`config.mk`:
```
export PLATFORM = sky130hd
export DESIGN_NAME = host_bridge_top
export DESIGN_NICKNAME = d
export VERILOG_FILES = /design/src/design/host_bridge_pkg.sv /design/src/design/stream_fifo.sv /design/src/design/msg_controller.sv /design/src/design/msg_executor.sv /design/src/design/host_bridge_top.sv
export SDC_FILE = /design/constraint.sdc
export NUM_CORES = 1
export LEC_CHECK = 0
export ABC_AREA = 1
export ABC_CLOCK_PERIOD_IN_PS = 10700
export BUFFER_PORTS_ARGS = -buffer_cell sky130_fd_sc_hd__buf_4
export CORE_ASPECT_RATIO = 1.25
export CORE_MARGIN = 2
export CORE_UTILIZATION = 67
export DETAILED_ROUTE_END_ITERATION = 6
export PLACE_DENSITY = 0.85
export RECOVER_POWER = 25
export SYNTH_ARGS = -nofsm -noshare
export SYNTH_HDL_FRONTEND = slang
export SYNTH_SLANG_ARGS = --single-unit
```
`constraint.sdc`:
```
create_clock -name BUS_CLK -period 10.7 [get_ports BUS_CLK]
set_input_delay 0 -clock BUS_CLK [delete_from_list [all_inputs] [get_ports BUS_CLK]]
set_output_delay 0 -clock BUS_CLK [all_outputs]
set_load 0.02 [all_outputs]
```
`src/design/host_bridge_pkg.sv`:
```
`default_nettype none

package host_bridge_pkg;

  // host word layout
  localparam int MSG_WIDTH     = 32;
  localparam int OPCODE_MSB    = 31;
  localparam int OPCODE_LSB    = 28;
  localparam int PAYLOAD_WIDTH = 28;

  // opcode field, unlisted codes fall back to echo
  typedef enum logic [3:0] {
    OP_ECHO    = 4'h0,
    OP_ADD     = 4'h1,
    OP_SET_LED = 4'h2,
    OP_STATUS  = 4'h3
  } msg_opcode_e;

  typedef enum logic [1:0] {
    S_IDLE  = 2'd0,  // waiting for an inbound word
    S_EXEC  = 2'd1,  // executor busy this cycle
    S_REPLY = 2'd2   // reply offered to the reply FIFO
  } ctrl_state_e;

endpackage

`default_nettype wire

```
`src/design/stream_fifo.sv`:
```
`timescale 1ns/1ps
`default_nettype none

module stream_fifo
  import host_bridge_pkg::*;
#(
  parameter int WIDTH = MSG_WIDTH,
  parameter int DEPTH = 8
) (
  input  wire logic             BUS_CLK,
  input  wire logic             rst_n,
  input  wire logic [WIDTH-1:0] in_data,
  input  wire logic             in_valid,
  output logic                  in_ready,
  output logic      [WIDTH-1:0] out_data,
  output logic                  out_valid,
  input  wire logic             out_ready
);

  localparam int AW = (DEPTH > 1) ? $clog2(DEPTH) : 1;
  localparam int CW = $clog2(DEPTH + 1);

  logic [WIDTH-1:0] mem [DEPTH];
  logic [AW-1:0]    wr_ptr;
  logic [AW-1:0]    rd_ptr;
  logic [CW-1:0]    count;
  logic             push;
  logic             pop;

  assign in_ready  = (count != CW'(DEPTH));  // low only when full
  assign out_valid = (count != '0);
  assign out_data  = mem[rd_ptr];

  assign push = in_valid && in_ready;
  assign pop  = out_valid && out_ready;

  // storage, no reset needed
  always_ff @(posedge BUS_CLK) begin
    if (push) begin
      mem[wr_ptr] <= in_data;
    end
  end

  always_ff @(posedge BUS_CLK) begin
    if (!rst_n) begin
      wr_ptr <= '0;
      rd_ptr <= '0;
      count  <= '0;
    end else begin
      if (push) begin
        wr_ptr <= (wr_ptr == AW'(DEPTH - 1)) ? '0 : wr_ptr + 1'b1;  // wrap
      end
      if (pop) begin
        rd_ptr <= (rd_ptr == AW'(DEPTH - 1)) ? '0 : rd_ptr + 1'b1;
      end
      case ({push, pop})
        2'b10:   count <= count + 1'b1;
        2'b01:   count <= count - 1'b1;
        default: count <= count;  // both or neither
      endcase
    end
  end

endmodule

`default_nettype wire

```
`src/design/msg_controller.sv`:
```
`timescale 1ns/1ps
`default_nettype none

module msg_controller
  import host_bridge_pkg::*;
(
  input  wire logic                     BUS_CLK,
  input  wire logic                     rst_n,
  // inbound words from the inbound FIFO
  input  wire logic [MSG_WIDTH-1:0]     in_data,
  input  wire logic                     in_valid,
  output logic                          in_ready,
  // copy of each accepted word
  output logic      [MSG_WIDTH-1:0]     loop_data,
  output logic                          loop_valid,
  input  wire logic                     loop_ready,
  // executor side
  output logic                          exec_start,
  output msg_opcode_e                   exec_opcode,
  output logic      [PAYLOAD_WIDTH-1:0] exec_payload,
  input  wire logic [MSG_WIDTH-1:0]     result,
  input  wire logic                     result_needed,
  // replies toward the reply FIFO
  output logic      [MSG_WIDTH-1:0]     reply_data,
  output logic                          reply_valid,
  input  wire logic                     reply_ready
);

  ctrl_state_e          state;
  ctrl_state_e          state_next;
  logic [MSG_WIDTH-1:0] word_q;  // accepted word
  logic                 accept;

  // word taken only when the loopback can take its copy on the same edge
  assign in_ready   = (state == S_IDLE) && loop_ready;
  assign loop_valid = (state == S_IDLE) && in_valid;
  assign loop_data  = in_data;
  assign accept     = in_valid && in_ready;

  assign exec_start   = (state == S_EXEC);  // single cycle, state moves on
  assign exec_opcode  = msg_opcode_e'(word_q[OPCODE_MSB:OPCODE_LSB]);
  assign exec_payload = word_q[PAYLOAD_WIDTH-1:0];

  // executor result is settled once we are in S_REPLY
  assign reply_valid = (state == S_REPLY) && result_needed;
  assign reply_data  = result;

  always_comb begin
    state_next = state;
    case (state)
      S_IDLE: begin
        if (accept) begin
          state_next = S_EXEC;
        end
      end
      S_EXEC: begin
        state_next = S_REPLY;
      end
      S_REPLY: begin
        // no reply wanted: drop back at once
        if (!result_needed || reply_ready) begin
          state_next = S_IDLE;
        end
      end
      default: state_next = S_IDLE;
    endcase
  end

  always_ff @(posedge BUS_CLK) begin
    if (!rst_n) begin
      state <= S_IDLE;
    end else begin
      state <= state_next;
    end
  end

  always_ff @(posedge BUS_CLK) begin
    if (accept) begin
      word_q <= in_data;
    end
  end

endmodule

`default_nettype wire

```
`src/design/msg_executor.sv`:
```
`timescale 1ns/1ps
`default_nettype none

module msg_executor
  import host_bridge_pkg::*;
(
  input  wire logic                     BUS_CLK,
  input  wire logic                     rst_n,
  input  wire logic                     exec_start,
  input  wire msg_opcode_e              exec_opcode,
  input  wire logic [PAYLOAD_WIDTH-1:0] exec_payload,
  output logic      [MSG_WIDTH-1:0]     result,
  output logic                          result_needed,
  output logic      [7:0]               led
);

  logic [MSG_WIDTH-1:0] acc_q;    // running sum for OP_ADD
  logic [MSG_WIDTH-1:0] count_q;  // words consumed so far
  logic [MSG_WIDTH-1:0] acc_sum;

  assign acc_sum = acc_q + {{(MSG_WIDTH - PAYLOAD_WIDTH){1'b0}}, exec_payload};  // wraps

  // control state and architectural registers
  always_ff @(posedge BUS_CLK) begin
    if (!rst_n) begin
      acc_q         <= '0;
      count_q       <= '0;
      led           <= '0;
      result_needed <= 1'b0;
    end else if (exec_start) begin
      count_q <= count_q + 1'b1;
      case (exec_opcode)
        OP_ADD: begin
          acc_q         <= acc_sum;
          result_needed <= 1'b1;
        end
        OP_SET_LED: begin
          led           <= exec_payload[7:0];
          result_needed <= 1'b0;  // silent
        end
        default: result_needed <= 1'b1;  // echo, status, unknown
      endcase
    end
  end

  // reply word
  always_ff @(posedge BUS_CLK) begin
    if (exec_start) begin
      case (exec_opcode)
        OP_ADD:     result <= acc_sum;
        OP_STATUS:  result <= count_q;  // count before this word
        OP_SET_LED: result <= result;
        default:    result <= {exec_opcode, exec_payload};  // echo rebuilt
      endcase
    end
  end

endmodule

`default_nettype wire

```
`src/design/host_bridge_top.sv`:
```
`timescale 1ns/1ps
`default_nettype none

module host_bridge_top
  import host_bridge_pkg::*;
#(
  parameter int FIFO_DEPTH = 8,
  parameter int LOOP_DEPTH = 4
) (
  input  wire logic                 BUS_CLK,
  input  wire logic                 rst_n,
  input  wire logic [MSG_WIDTH-1:0] wr_data,
  input  wire logic                 wr_valid,
  output logic                      wr_ready,
  output logic      [MSG_WIDTH-1:0] rd_data,
  output logic                      rd_valid,
  input  wire logic                 rd_ready,
  output logic      [MSG_WIDTH-1:0] loop_data,
  output logic                      loop_valid,
  input  wire logic                 loop_ready,
  output logic      [7:0]           led
);

  logic [MSG_WIDTH-1:0]     in_data;     // inbound FIFO -> controller
  logic                     in_valid;
  logic                     in_ready;
  logic [MSG_WIDTH-1:0]     lb_data;     // controller -> loopback FIFO
  logic                     lb_valid;
  logic                     lb_ready;
  logic [MSG_WIDTH-1:0]     reply_data;  // controller -> reply FIFO
  logic                     reply_valid;
  logic                     reply_ready;
  logic                     exec_start;
  msg_opcode_e              exec_opcode;
  logic [PAYLOAD_WIDTH-1:0] exec_payload;
  logic [MSG_WIDTH-1:0]     result;
  logic                     result_needed;

  stream_fifo #(.WIDTH(MSG_WIDTH), .DEPTH(FIFO_DEPTH)) inbound_fifo (
    .BUS_CLK, .rst_n,
    .in_data(wr_data), .in_valid(wr_valid), .in_ready(wr_ready),
    .out_data(in_data), .out_valid(in_valid), .out_ready(in_ready)
  );

  stream_fifo #(.WIDTH(MSG_WIDTH), .DEPTH(FIFO_DEPTH)) reply_fifo (
    .BUS_CLK, .rst_n,
    .in_data(reply_data), .in_valid(reply_valid), .in_ready(reply_ready),
    .out_data(rd_data), .out_valid(rd_valid), .out_ready(rd_ready)
  );

  stream_fifo #(.WIDTH(MSG_WIDTH), .DEPTH(LOOP_DEPTH)) loop_fifo (
    .BUS_CLK, .rst_n,
    .in_data(lb_data), .in_valid(lb_valid), .in_ready(lb_ready),
    .out_data(loop_data), .out_valid(loop_valid), .out_ready(loop_ready)
  );

  msg_controller msg_controller_i (
    .BUS_CLK, .rst_n,
    .in_data, .in_valid, .in_ready,
    .loop_data(lb_data), .loop_valid(lb_valid), .loop_ready(lb_ready),
    .exec_start, .exec_opcode, .exec_payload,
    .result, .result_needed,
    .reply_data, .reply_valid, .reply_ready
  );

  msg_executor msg_executor_i (
    .BUS_CLK, .rst_n,
    .exec_start, .exec_opcode, .exec_payload,
    .result, .result_needed, .led
  );

endmodule

`default_nettype wire

```
==> impl_metrics.py <==
metrics = {
    "die": {
        "die_h_um": 257,
        "placementRows": 92,
        "start_util_pct": 67.9,
        "ios": 112,
        "fp.dieW_um": 206,
        "dieArea_mm2": 0.0530,
        "core_area_mm2": 0.0505,
    },
    "cts": {
        "cts_setup_buffers": 0,
        "cts-resized-gates": 0,
        "numCtsBuffers": 73,
        "clk_pin_slew_ps": 70,
        "cts.sinks": 814,
        "clockBufferDepth": 3,
        "clk_latency_ps": 620,
        "root_buffer": "clkbuf_16",
        "htreeDepth": 3,
        "hold_buffers": 38,
        "tritoncts": "yes",
    },
    "pwr": {
        "cellLeakagePower_uw": 0.0142,
        "p_per_area_mw_per_mm2": 274,
        "ir_worst_vdd_v": 0.000211,
    },
    "place": {
        "postPlaceCellArea_mm2": 0.0357,
        "post-place-cells": 3820,
        "place_congestion": 0.922,
        "pre_cts_ws_ps": 7490,
        "portBuffers": 111,
        "dp_hpwl_um": 48600,
    },
    "synth": {
        "synth-seq-cells": 814,
        "netlist.area_leader.share_pct": 61.6,
        "ys_seq_area_share_pct": 68.0,
        "ys.flop_type": "edfxtp_1",
        "netlist_top_cells_count": "704 x edfxtp_1, 618 x nor2_1, 449 x nand2_1",
        "synthTopCellsByArea": "edfxtp_1 62%, nor2_1 6.8%, dfxtp_1 6.4%",
        "async_flop_share_pct": 0,
        "syn_inst": 3159,
        "synth_edf_count": 704,
        "synth_most_common_cell": "edfxtp_1",
        "synth_nets": 3249,
        "syn-cell-area_mm2": 0.0343,
        "synth_cell_types": 47,
        "yosys_warnings": 0,
        "synth_top_area_cell": "edfxtp_1",
        "avgSynthCellArea_um2": 10.9,
    },
    "setup_path": {
        "cp.arrival_ps": 3320,
        "cp_num_cells": 7,
        "cp.required_ps": 10700,
        "slowest_stage": "inv_2",
        "cp_max_fo": 66,
        "crit_buf_inv": 3,
        "path_delay_family": "buffers and inverters",
        "start_kind": "flop",
        "path_cells": "inv_2 -> buf_4 -> o21ai_0 -> o22ai_1 -> nor2_1 -> a31oi_1 -> buf_4",
        "ff2ff_path_depth": 10,
        "max_stage_delay_ps": 740,
        "crit_type": "flop to output port",
        "cp-end-kind": "output port",
        "cp_common_cell": "buf_4",
    },
    "routing": {
        "via_per_inst": 6.06,
        "wl_um": 82600,
        "drc": 0,
        "drt_iter0_drc": 2250,
        "vias": 24200,
        "first_pass_iters": 6,
        "detail_route.wl_per_cell_um": 20.7,
        "ant_nets": 0,
    },
    "timing": {
        "rsz0062_at_grt": "false",
        "relSlewSlack_pct": 16.7,
        "fin_tns_setup_ps": 0,
        "worst_slack_ps": 7380,
        "worstMarginPinSlew_ps": 1250,
        "fmax_ghz": 0.301,
        "timing.final.crit_share_pct": 31.1,
        "hold_viol_final": 0,
        "finClkSkew_ps": 23.0,
        "setup_viol": 0,
        "min_period_ps": 3320,
        "final-max-slew-violation-count": 0,
    },
    "layout": {
        "stdcell_count": 3994,
        "post-route-cell-area_mm2": 0.0386,
        "drive_gt1_share_pct": 8.69,
        "syn2layout_area_growth_pct": 12.4,
        "final_util_pct": 76.3,
        "finalNetCount": 3365,
        "antenna_cells": 0,
    },
    "run": {
        "cap_violations": 0,
    },
    "grt": {
        "grt_pass1_wl_um": 128000,
        "grtUsageTotal_pct": 31.3,
        "antenna_found_initial": 0,
        "grt_max_degree": 95,
        "grt_pass1_vias": 24200,
        "globalRoute.totalOverflow": 0,
    },
    "outcome": {
        "outcome": "finished clean",
    },
    "hold_path": {
        "hold_class": "primary input to flop",
        "worstHoldPathCells": 2,
    },
}
==> registers in the layout (all words and copies together) (netlist names), 2 cells and up, named ones only <==
name	flops
inbound_fifo.mem	256
loop_fifo.rd_ptr	2
reply_fifo.wr_ptr	3
reply_fifo.count	4
msg_executor_i.result	32
msg_executor_i.acc_q	32
reply_fifo.rd_ptr	3
msg_controller_i.state	2
loop_fifo.wr_ptr	2
inbound_fifo.rd_ptr	3
reply_fifo.mem	256
inbound_fifo.count	4
loop_fifo.mem	128
loop_fifo.count	3
msg_controller_i.word_q	32
msg_executor_i.led	8
msg_executor_i.count_q	32
inbound_fifo.wr_ptr	3
==> layout make-up <==
| class | count | area, µm² |
|---|---|---|
| Clock buffer | 105 | 2170 |
| Sequential cell | 814 | 23400 |
| Timing Repair Buffer | 183 | 1350 |
| Fill cell | 2996 | 12000 |
| Clock inverter | 31 | 375 |
| Tap cell | 658 | 823 |
| Multi-Input combinational cell | 1948 | 9520 |
| Inverter | 255 | 957 |
==> cell usage in the layout (no fill, tap or decap), types with 64 or more instances in the layout <==
master	Yosys	final
edfxtp_1	704	704
nor2_1	618	599
nand2_1	449	449
o21ai_0	367	367
inv_1	237	237
buf_4	2	113
dfxtp_1	110	105
o22ai_1	96	96
clkbuf_16	0	79
nand3_1	75	75
a21oi_1	73	73
a31oi_1	64	64
==> metal layers <==
layer / vias up / global-route usage, % / part of all wire, %
li1: 11200 / - / -
met1: 11600 / 37.3 / 36
met2: 1224 / 55.6 / 53
met3: 240 / 4.48 / 7.8
met4: 0 / 14.6 / 3.9
met5: - / 0 / 0
==> path summary, 6_finish.rpt <==
path                                    start                       to  slack (ps)
setup reg to reg  msg_controller_i.word_q[30]  msg_executor_i.acc_q[9]        7460
hold / removal                    wr_data[24]  inbound_fifo.mem[6][24]         280
hold reg to reg         msg_executor_i.led[0]    msg_executor_i.led[0]         470
setup / recovery                         flop              rd_data[23]        7380
==> power by group <==
| group | switching, µW | leakage (µW) | internal (µW) | total [µW] |
|---|---|---|---|---|
| Sequential | 306 | 0.00729 | 4190 | 4500 |
| Combinational | 2320 | 0.00569 | 988 | 3310 |
| Clock | 1140 | 0.00125 | 1620 | 2760 |
| Total | 3770 | 0.0142 | 6800 | 10600 |
==> kinds of logic after synthesis <==
kind of cell | after synthesis | share of synthesized area, %
buffers and inverters | 397 | 4.54
AOI/OAI and AO/OA | 664 | 10.7
DFF | 814 | 68.0
adders and majority gates | 53 | 2.02
and+or+nand+nor | 1208 | 14.1
xor gates and xnor gates | 23 | 0.587
==> per-stage QoR <==
step | power (µW) | hold WS, ps
global route | 11000 | 292
global placement | 7580 | 226
finish | 10600 | 278
detailed placement | 7750 | 229
floorplan | 6550 | 98.9
CTS | 10500 | 132
No activity file was read; power rests on OpenSTA's default activity.
